### src/design/fetch_pkg.sv
`default_nettype none

package fetch_pkg;

	// Number of hardware strands that share the fetch front end
	localparam int strands_per_core = 4;
	localparam int strand_idx_bits = $clog2(strands_per_core);

	// A strand number, and a mask with one bit per strand
	typedef logic [strand_idx_bits-1:0] strand_idx_t;
	typedef logic [strands_per_core-1:0] strand_mask_t;

	// Byte addresses of instructions
	typedef logic [31:0] addr_t;

	// Instruction word in big-endian bit order, after the byte swap
	typedef logic [31:0] instr_t;

	// Each strand has a small queue between fetch and strand select
	localparam int ififo_depth = 4;
	localparam int ififo_ptr_bits = $clog2(ififo_depth);
	typedef logic [ififo_ptr_bits-1:0] ififo_ptr_t;

	// The count needs one more bit than a pointer to tell full from empty
	typedef logic [ififo_ptr_bits:0] ififo_count_t;

	// Queue entry layout, from the top bit down:
	// the address after the instruction (fetch address plus 4),
	// the instruction word, the predicted-taken flag and the long latency flag
	typedef logic [65:0] ififo_entry_t;

	// Integer multiply opcode, issued to the long arithmetic pipeline
	localparam logic [5:0] op_imul = 6'd7;

	// The select stage output register is either empty or holding an entry
	typedef enum logic
	{
		idle,
		holding
	} fetch_state_t;

endpackage

`default_nettype wire

### src/design/ififo_if.sv
`timescale 1ns/1ps
`default_nettype none

interface ififo_if;
	import fetch_pkg::*;

	// Write strobe for a word returned by the cache
	logic enqueue;

	// Entry written on enqueue
	ififo_entry_t entry;

	// Empties the queue when the strand is rolled back
	logic flush;

	// Room flags used by fetch to decide if a strand may request
	logic full;
	logic almost_full;

	// Fetch stage side
	modport producer
	(
		output enqueue,
		output entry,
		output flush,
		input full,
		input almost_full
	);

	// Queue side
	modport buffer
	(
		input enqueue,
		input entry,
		input flush,
		output full,
		output almost_full
	);

endinterface

`default_nettype wire

### src/design/lru_arbiter.sv
`timescale 1ns/1ps
`default_nettype none

module lru_arbiter
(
	input wire logic clk,
	input wire logic reset,
	input wire fetch_pkg::strand_mask_t request_i,
	output fetch_pkg::strand_mask_t grant_oh_o
);
	import fetch_pkg::*;

	// Row i holds a one in column j when strand i was granted less recently than strand j
	// The diagonal is kept at one so a strand never blocks itself
	strand_mask_t older_than_q [strands_per_core];

	// A requester wins when it is older than every other requester
	always_comb
	begin
		for (int i = 0; i < strands_per_core; i++)
			grant_oh_o[i] = request_i[i] && ((request_i & ~older_than_q[i]) == '0);
	end

	always_ff @(posedge clk, posedge reset)
	begin
		if (reset)
		begin
			// Lower strand numbers start out as the oldest
			for (int i = 0; i < strands_per_core; i++)
				for (int j = 0; j < strands_per_core; j++)
					older_than_q[i][j] <= (i <= j);
		end
		else if (grant_oh_o != '0)
		begin
			for (int i = 0; i < strands_per_core; i++)
			begin
				for (int j = 0; j < strands_per_core; j++)
				begin
					// The granted strand becomes the youngest
					if (grant_oh_o[i])
						older_than_q[i][j] <= (i == j);
					else if (grant_oh_o[j])
						older_than_q[i][j] <= 1'b1;
				end
			end
		end
	end

endmodule

`default_nettype wire

### src/design/instruction_fifo.sv
`timescale 1ns/1ps
`default_nettype none

module instruction_fifo
(
	input wire logic clk,
	input wire logic reset,
	ififo_if.buffer enq,
	output logic empty_o,
	input wire logic dequeue_i,
	output fetch_pkg::ififo_entry_t head_o
);
	import fetch_pkg::*;

	ififo_entry_t storage [ififo_depth];
	ififo_ptr_t wr_ptr_q;
	ififo_ptr_t rd_ptr_q;
	ififo_count_t count_q;
	logic do_enqueue;
	logic do_dequeue;

	assign empty_o = count_q == '0;
	assign enq.full = count_q == ififo_count_t'(ififo_depth);

	// Raised when exactly one entry is still free
	assign enq.almost_full = count_q == ififo_count_t'(ififo_depth - 1);

	// Fetch never writes a full queue and select never reads an empty one,
	// but the guards keep the pointers sane if either side misbehaves
	assign do_enqueue = enq.enqueue && !enq.full;
	assign do_dequeue = dequeue_i && !empty_o;

	// Head of the queue is visible without a read strobe
	assign head_o = storage[rd_ptr_q];

	always_ff @(posedge clk, posedge reset)
	begin
		if (reset)
		begin
			wr_ptr_q <= '0;
			rd_ptr_q <= '0;
			count_q <= '0;
		end
		else if (enq.flush)
		begin
			// Rollback wins over any read or write in the same cycle
			wr_ptr_q <= '0;
			rd_ptr_q <= '0;
			count_q <= '0;
		end
		else
		begin
			if (do_enqueue)
				wr_ptr_q <= wr_ptr_q + 1'b1;
			if (do_dequeue)
				rd_ptr_q <= rd_ptr_q + 1'b1;
			// Depth is a power of two, so the pointers wrap on their own
			if (do_enqueue && !do_dequeue)
				count_q <= count_q + 1'b1;
			else if (do_dequeue && !do_enqueue)
				count_q <= count_q - 1'b1;
		end
	end

	always_ff @(posedge clk)
	begin
		if (do_enqueue && !enq.flush)
			storage[wr_ptr_q] <= enq.entry;
	end

endmodule

`default_nettype wire

### src/design/ifetch_stage.sv
`timescale 1ns/1ps
`default_nettype none

module ifetch_stage
(
	input wire logic clk,
	input wire logic reset,

	// Instruction cache request and answer
	output logic icache_request_o,
	output fetch_pkg::addr_t icache_addr_o,
	output fetch_pkg::strand_idx_t icache_strand_o,
	input wire logic [31:0] icache_data_i,
	input wire logic icache_hit_i,
	input wire logic icache_collision_i,
	input wire fetch_pkg::strand_mask_t icache_load_complete_i,

	// Rollback controller
	input wire fetch_pkg::strand_mask_t rollback_strand_i,
	input wire fetch_pkg::addr_t rollback_pc_i [fetch_pkg::strands_per_core],

	// Write side of each strand's queue
	ififo_if.producer ififo [fetch_pkg::strands_per_core]
);
	import fetch_pkg::*;

	// With a hit this cycle, pc_q of the answered strand is the address just fetched
	// Otherwise pc_q already holds the next address to fetch
	addr_t pc_q [strands_per_core];
	addr_t pc_next [strands_per_core];

	// The cache answers one cycle after the request, so the requester is remembered
	strand_mask_t last_req_oh_q;
	strand_mask_t waiting_q;
	strand_mask_t waiting_next;
	strand_mask_t grant_oh;
	strand_mask_t eligible;
	strand_mask_t hit_mask;
	strand_mask_t enqueue_mask;
	strand_mask_t full_mask;
	strand_mask_t almost_full_mask;
	logic run_q;
	logic miss;

	// Decode of the returned word
	instr_t word;
	logic [2:0] branch_type;
	logic is_branch;
	logic predicted;
	logic long_latency;
	addr_t branch_offset;

	// Cache data arrives little-endian
	assign word = {icache_data_i[7:0], icache_data_i[15:8], icache_data_i[23:16],
		icache_data_i[31:24]};

	assign is_branch = word[31:28] == 4'b1111;
	assign branch_type = word[27:25];
	assign branch_offset = {{12{word[24]}}, word[24:5]};

	// Always and call are taken, conditionals are taken only when backward
	always_comb
	begin
		predicted = 1'b0;
		if (is_branch)
		begin
			case (branch_type)
				3'd3, 3'd4: predicted = 1'b1;
				3'd0, 3'd1, 3'd2, 3'd5: predicted = word[24];
				default: predicted = 1'b0;
			endcase
		end
	end

	// Multiplies and the upper half of format A go to the long pipeline
	always_comb
	begin
		if (word[31:29] == 3'b110)
			long_latency = word[25] || word[25:20] == op_imul;
		else if (!word[31])
			long_latency = word[27:23] == op_imul[4:0];
		else
			long_latency = 1'b0;
	end

	// A hit for a strand that is rolled back this cycle is dropped
	assign hit_mask = {strands_per_core{icache_hit_i}} & last_req_oh_q;
	assign enqueue_mask = hit_mask & ~rollback_strand_i;

	// A plain miss parks the strand until the line fill is reported
	assign miss = last_req_oh_q != '0 && !icache_hit_i && !icache_collision_i;
	assign waiting_next = (waiting_q & ~icache_load_complete_i)
		| (miss ? last_req_oh_q : '0);

	// Resolve each strand's next address in the same cycle the word returns
	always_comb
	begin
		for (int s = 0; s < strands_per_core; s++)
		begin
			if (rollback_strand_i[s])
				pc_next[s] = rollback_pc_i[s];
			else if (!hit_mask[s])
				pc_next[s] = pc_q[s];
			else if (predicted)
				pc_next[s] = pc_q[s] + addr_t'(4) + branch_offset;
			else
				pc_next[s] = pc_q[s] + addr_t'(4);
		end
	end

	for (genvar s = 0; s < strands_per_core; s++)
	begin : g_strand
		assign full_mask[s] = ififo[s].full;
		assign almost_full_mask[s] = ififo[s].almost_full;
		assign ififo[s].enqueue = enqueue_mask[s];
		assign ififo[s].flush = rollback_strand_i[s];
		assign ififo[s].entry = {pc_q[s] + addr_t'(4), word, predicted, long_latency};
	end

	// A strand may ask only if its queue can take the word without dropping it
	assign eligible = ~full_mask & ~(almost_full_mask & hit_mask) & ~waiting_next
		& {strands_per_core{run_q}};

	lru_arbiter request_arb
	(
		.clk(clk),
		.reset(reset),
		.request_i(eligible),
		.grant_oh_o(grant_oh)
	);

	assign icache_request_o = grant_oh != '0;

	// One-hot to index
	always_comb
	begin
		icache_strand_o = '0;
		for (int s = 0; s < strands_per_core; s++)
			if (grant_oh[s])
				icache_strand_o = strand_idx_t'(s);
	end

	assign icache_addr_o = pc_next[icache_strand_o];

	always_ff @(posedge clk, posedge reset)
	begin
		if (reset)
		begin
			for (int s = 0; s < strands_per_core; s++)
				pc_q[s] <= '0;
			last_req_oh_q <= '0;
			waiting_q <= '0;
			run_q <= 1'b0;
		end
		else
		begin
			for (int s = 0; s < strands_per_core; s++)
				pc_q[s] <= pc_next[s];
			last_req_oh_q <= grant_oh;
			waiting_q <= waiting_next;
			// Requests start on the first clock after reset is released
			run_q <= 1'b1;
		end
	end

endmodule

`default_nettype wire

### src/design/strand_select.sv
`timescale 1ns/1ps
`default_nettype none

module strand_select
(
	input wire logic clk,
	input wire logic reset,
	input wire fetch_pkg::strand_mask_t empty_i,
	input wire fetch_pkg::ififo_entry_t head_i [fetch_pkg::strands_per_core],
	output fetch_pkg::strand_mask_t dequeue_o,
	input wire logic issue_ready_i,
	output logic issue_valid_o,
	output fetch_pkg::strand_idx_t issue_strand_o,
	output fetch_pkg::instr_t issue_instr_o,
	output fetch_pkg::addr_t issue_pc_o,
	output logic issue_branch_predicted_o,
	output logic issue_long_latency_o,
	input wire fetch_pkg::strand_mask_t rollback_strand_i
);
	import fetch_pkg::*;

	fetch_state_t state_q;
	strand_idx_t last_strand_q;
	strand_idx_t cand;
	strand_idx_t pick;
	strand_mask_t avail;
	logic found;
	logic can_load;

	// Fields of the picked head entry
	addr_t head_next_pc;
	instr_t head_instr;
	logic head_predicted;
	logic head_long_latency;

	// A strand being flushed this cycle has nothing valid to give
	assign avail = ~empty_i & ~rollback_strand_i;

	// Search from the strand after the last one issued, wrapping around
	always_comb
	begin
		found = 1'b0;
		pick = last_strand_q;
		cand = last_strand_q;
		for (int k = 1; k <= strands_per_core; k++)
		begin
			cand = last_strand_q + strand_idx_t'(k);
			if (!found && avail[cand])
			begin
				found = 1'b1;
				pick = cand;
			end
		end
	end

	assign {head_next_pc, head_instr, head_predicted, head_long_latency} = head_i[pick];

	// The register may be refilled when empty, when consumed, or when its strand rolls back
	assign can_load = state_q == idle || issue_ready_i || rollback_strand_i[issue_strand_o];

	always_comb
	begin
		dequeue_o = '0;
		if (can_load && found)
			dequeue_o[pick] = 1'b1;
	end

	assign issue_valid_o = state_q == holding;

	always_ff @(posedge clk, posedge reset)
	begin
		if (reset)
		begin
			state_q <= idle;
			// Start so that strand 0 is searched first
			last_strand_q <= '1;
		end
		else if (can_load)
		begin
			if (found)
			begin
				state_q <= holding;
				last_strand_q <= pick;
			end
			else
				state_q <= idle;
		end
	end

	// Issue payload, loaded together with the state change
	always_ff @(posedge clk)
	begin
		if (can_load && found)
		begin
			issue_strand_o <= pick;
			issue_instr_o <= head_instr;
			// The entry stores the following address, so step back one word
			issue_pc_o <= head_next_pc - addr_t'(4);
			issue_branch_predicted_o <= head_predicted;
			issue_long_latency_o <= head_long_latency;
		end
	end

endmodule

`default_nettype wire

### src/design/fetch_unit_top.sv
`timescale 1ns/1ps
`default_nettype none

module fetch_unit_top
(
	input wire logic clk,
	input wire logic reset,

	// Instruction cache
	output logic icache_request_o,
	output fetch_pkg::addr_t icache_addr_o,
	output fetch_pkg::strand_idx_t icache_strand_o,
	input wire logic [31:0] icache_data_i,
	input wire logic icache_hit_i,
	input wire logic icache_collision_i,
	input wire fetch_pkg::strand_mask_t icache_load_complete_i,

	// Rollback controller, one 32-bit address per strand with strand 0 in the low bits
	input wire fetch_pkg::strand_mask_t rollback_strand_i,
	input wire logic [fetch_pkg::strands_per_core*32-1:0] rollback_pc_i,

	// Issue port
	input wire logic issue_ready_i,
	output logic issue_valid_o,
	output fetch_pkg::strand_idx_t issue_strand_o,
	output fetch_pkg::instr_t issue_instr_o,
	output fetch_pkg::addr_t issue_pc_o,
	output logic issue_branch_predicted_o,
	output logic issue_long_latency_o
);
	import fetch_pkg::*;

	addr_t rollback_pc [strands_per_core];
	ififo_entry_t head [strands_per_core];
	strand_mask_t empty;
	strand_mask_t dequeue;

	ififo_if ififo [strands_per_core] ();

	ifetch_stage fetch
	(
		.clk(clk),
		.reset(reset),
		.icache_request_o(icache_request_o),
		.icache_addr_o(icache_addr_o),
		.icache_strand_o(icache_strand_o),
		.icache_data_i(icache_data_i),
		.icache_hit_i(icache_hit_i),
		.icache_collision_i(icache_collision_i),
		.icache_load_complete_i(icache_load_complete_i),
		.rollback_strand_i(rollback_strand_i),
		.rollback_pc_i(rollback_pc),
		.ififo(ififo)
	);

	for (genvar s = 0; s < strands_per_core; s++)
	begin : g_queue
		assign rollback_pc[s] = rollback_pc_i[s*32 +: 32];

		instruction_fifo queue
		(
			.clk(clk),
			.reset(reset),
			.enq(ififo[s]),
			.empty_o(empty[s]),
			.dequeue_i(dequeue[s]),
			.head_o(head[s])
		);
	end

	strand_select select
	(
		.clk(clk),
		.reset(reset),
		.empty_i(empty),
		.head_i(head),
		.dequeue_o(dequeue),
		.issue_ready_i(issue_ready_i),
		.issue_valid_o(issue_valid_o),
		.issue_strand_o(issue_strand_o),
		.issue_instr_o(issue_instr_o),
		.issue_pc_o(issue_pc_o),
		.issue_branch_predicted_o(issue_branch_predicted_o),
		.issue_long_latency_o(issue_long_latency_o),
		.rollback_strand_i(rollback_strand_i)
	);

endmodule

`default_nettype wire

### config.mk
export PLATFORM = sky130hd
export DESIGN_NAME = fetch_unit_top
export DESIGN_NICKNAME = d
export VERILOG_FILES = /design/src/design/fetch_pkg.sv /design/src/design/ififo_if.sv /design/src/design/lru_arbiter.sv /design/src/design/instruction_fifo.sv /design/src/design/ifetch_stage.sv /design/src/design/strand_select.sv /design/src/design/fetch_unit_top.sv
export SDC_FILE = /design/constraint.sdc
export NUM_CORES = 2
export LEC_CHECK = 0
export BUFFER_PORTS_ARGS = -buffer_cell sky130_fd_sc_hd__buf_2
export CAP_MARGIN = 10
export CORE_ASPECT_RATIO = 1.1
export CORE_UTILIZATION = 60
export CTS_CLUSTER_DIAMETER = 100
export DETAILED_ROUTE_END_ITERATION = 12
export PLACE_DENSITY = 0.78
export RECOVER_POWER = 25
export SLEW_MARGIN = 20
export SYNTH_ARGS = -nofsm -noshare
export SYNTH_HDL_FRONTEND = slang
export SYNTH_SLANG_ARGS = --single-unit
### constraint.sdc
create_clock -name clk -period 12.5 [get_ports clk]
set_input_delay 2.5 -clock clk [delete_from_list [all_inputs] [get_ports clk]]
set_output_delay 2.5 -clock clk [all_outputs]
set_load 0.02 [all_outputs]
==> flow_metrics.tcl <==
set metrics [dict create \
    globalplace.congestion 1.012 \
    synth-edff-count 1124 \
    avgSynthCellArea_um2 13.70 \
    final.fill_count 7089 \
    grt_pass1_vias 41790 \
    power_density_nw_per_um2 215.0 \
    critPathKind "input port to primary output" \
    switchingPower_mw 5.632 \
    ctsResizeCount 0 \
    clkTransAtPathRegs_ns 0.06 \
    dp_hpwl_mm 128.7 \
    wl_mm 199.5 \
    tns_ns 0 \
    cp_data_arrival_time_ns 8.20 \
    async_flop_share_pct 13.80 \
    power.share.switching_pct 37.46 \
    drc_errors 0 \
    slowest_stage "clkbuf_1" \
    drtAntennaViolNets 0 \
    synth_flop_cell "edfxtp_1" \
    dp.cells 6081 \
    syn_area_um2 62770 \
    io_buffer_count 276 \
    max_stage_delay_ns 1.60 \
    drv_slew 268 \
    viasPerCell 6.861 \
    grt_first_pass_wirelength_mm 282.9 \
    wl_per_cell_um 31.54 \
    run_status "finished, violations left" \
    syn_to_final_growth_pct 11.43 \
    cts_setup_buffers 0 \
    ys_types 90 \
    antenna_found_initial 14 \
    synth_sequential_area_ratio_pct 60.96 \
    cp-end-kind "primary output" \
    dr.pass1.iters 10 \
    crit_path_max_fanout 25 \
    maxCapViolations 8 \
    worst_pin_slew_ns 5.821 \
    grt-ovfl-total 0 \
    cts_htree_levels 4 \
    drt-initial-drc-count 6229 \
    ir_worst_vdd_v 0.0002211 \
    fmax_mhz 93.47 \
    yosys_warnings 0 \
    worst_path_most_repeated_cell "buf_2" \
    final_common_cell "edfxtp_1" \
    finalCritPeriodShare_pct 85.59 \
    hold_path.class "register to register" \
    synth_seq_cells 1304 \
    clock-sinks 1304 \
    grt_setup_unrepaired "no" \
    leakage_nw 24.46 \
    relSlewSlack_pct -288.0 \
    hold_buffers 0 \
    insertion_delay_ns 0.78 \
    min_period_ns 10.70 \
    std_cell_rows 124 \
    die_h_um 341.2 \
    crit_chain "buf_2, clkbuf_1, ha_1, and4_1, nor3b_1, nand2_1, a211oi_1, o21ai_0, a221o_1, or4_1, mux2i_1, nand3_1, o211a_1, o2bb2ai_1, buf_2" \
    required_ns 10.00 \
    syn_inst 4583 \
    io_pins 277 \
    cts_root_buf "clkbuf_16" \
    numCtsBuffers 132 \
    cts_tree "built" \
    vias 43390 \
    dieWidth_um 310.4 \
    setup_violations 0 \
    power_frac_comb_pct 35.5 \
    p_int_mw 9.403 \
    syn_nets 4939 \
    die-area_um2 105900 \
    failed_checks "max-capacitance violations, max-slew violations" \
    coreArea_um2 103800 \
    power_frac_seq_pct 37.6 \
    finalHoldViolCount 0 \
    drive_gt1_share_pct 17.30 \
    layout_common_cells "edfxtp_1, nand2_1, nor2_1" \
    start_util_pct 60.48 \
    critPathLaunchType "input port" \
    nNetsFinal 5185 \
    track_usage_pct 37.91 \
    clock_path_buffers 3 \
    grt_max_degree 114 \
    finalNonFillerCells 6324 \
    fin_worst_skew_ns 0.03231 \
    clock_power_share_pct 27.0 \
]
[cells in the mapped netlist, types with 19 or more instances]
master	number	area share [%]
a211oi_1	94	1.1
a21o_1	74	0.88
a21oi_1	225	1.8
a31oi_1	85	0.85
and2_1	81	0.81
and3_1	44	0.44
and4_1	19	0.27
buf_1	47	0.28
buf_2	31	0.25
clkbuf_1	147	0.88
dfrtp_1	172	6.9
edfxtp_1	1124	54
ha_1	175	3.5
inv_1	92	0.55
mux2i_1	75	1.2
mux4_2	264	9.5
nand2_1	420	2.5
nand2b_1	27	0.27
nand3_1	86	0.69
nand4_1	37	0.37
nor2_1	313	1.9
nor2b_1	28	0.28
nor3_1	72	0.57
nor4_1	29	0.29
o211ai_1	27	0.32
o21a_1	19	0.23
o21ai_0	205	1.6
o22ai_1	31	0.31
o31ai_1	27	0.32
or3_1	22	0.22
xnor2_1	159	2.2
xor2_1	92	1.3
[sequential cells by signal (all words and copies together) (netlist names)]
register,cells
select.issue_valid_o,1
select.issue_branch_predicted_o,1
fetch.pc_q,128
g_queue.queue.rd_ptr_q,8
g_queue.queue.storage,1056
fetch.run_q,1
fetch.request_arb.older_than_q,12
fetch.last_req_oh_q,4
g_queue.queue.wr_ptr_q,8
fetch.waiting_q,4
select.issue_pc_o,32
select.last_strand_q,2
select.issue_instr_o,32
select.issue_long_latency_o,1
select.issue_strand_o,2
g_queue.queue.count_q,12
[power groups by stage]
| stage | Combinational, mW | Clock [mW] | Sequential [mW] |
|---|---|---|---|
| finish | 5.33 | 4.05 | 5.65 |
| floorplan | 3.33 | 0 | 5.70 |
| detailed placement | 5.15 | 0 | 5.73 |
| global route | 5.57 | 4.21 | 5.69 |
| CTS | 5.23 | 4.07 | 5.65 |
| global placement | 5.09 | 0 | 5.72 |
[final cells by class]
cell class	count	area [um2]	area share [%]
clock inverters	77	900.9	1.288
diodes	7	17.52	0.02504
multi-input cells	2949	23270	33.27
repair buffers	345	1857	2.655
flip-flops and latches	1304	38300	54.75
clock buffers	159	3497	5.000
well taps	1386	1734	2.479
inverters	97	370.4	0.5295
[metal layers]
layer | track usage [%] | up-vias | share of wire [%]
met5 | 0 | - | 0.0065
met4 | 23.01 | 2 | 6.7
met3 | 8.318 | 534 | 13
met2 | 57.30 | 3243 | 46
met1 | 50.62 | 21380 | 35
li1 | - | 18230 | -
[cell families after synthesis]
kind of cell | Yosys count | share of synthesized area, %
compound gates | 934 | 9.546
xor+xnor | 252 | 3.528
fa+ha+maj | 183 | 3.743
buf+inv | 330 | 2.119
flops | 1304 | 60.96
mux | 349 | 10.85
other cells | 1 | 0.005974
simple gates | 1230 | 9.251
[worst max-delay path: cells and delay by family]
family / cells / cell delay [ns]
compound gates: 5 / 1.79
fa+ha+maj: 1 / 0.46
simple gates: 5 / 1.29
buf+inv: 3 / 1.89
mux: 1 / 0.23
[metrics by stage]
stage / total power, mW / instance area, um2 / worst slack, ns / util [%] / hold WS (ns)
2_1_floorplan: 9.029 / 62770 / 4.471 / - / 0.4666
3_3_place_gp: 10.81 / 65570 / 2.507 / 63.17 / 0.4826
3_5_place_dp: 10.89 / 65580 / 2.516 / 63.18 / 0.4895
4_1_cts: 14.95 / 69970 / 2.453 / 67.42 / 0.4999
5_1_grt: 15.48 / 69930 / 1.777 / 67.38 / 0.5173
6_report: 15.04 / 69940 / 1.801 / 67.39 / 0.5006
[worst paths after layout]
check	from	endpoint	slack [ns]	depth (start not counted)
setup reg to reg	g_queue[3].queue.count_q[1]	select.issue_pc_o[17]	5.68	13
hold reg to reg	fetch.request_arb.older_than_q[11]	fetch.request_arb.older_than_q[11]	0.50	2
hold / removal	fetch.request_arb.older_than_q[11]	fetch.request_arb.older_than_q[11]	0.50	2
max in group asynchronous	reset	g_queue[3].queue.rd_ptr_q[0]	5.70	2
setup / recovery	icache_data_i[14]	icache_addr_o[31]	1.80	15
min in group asynchronous	reset	fetch.pc_q[62]	3.47	2
No activity file was read; power rests on OpenSTA's default activity.
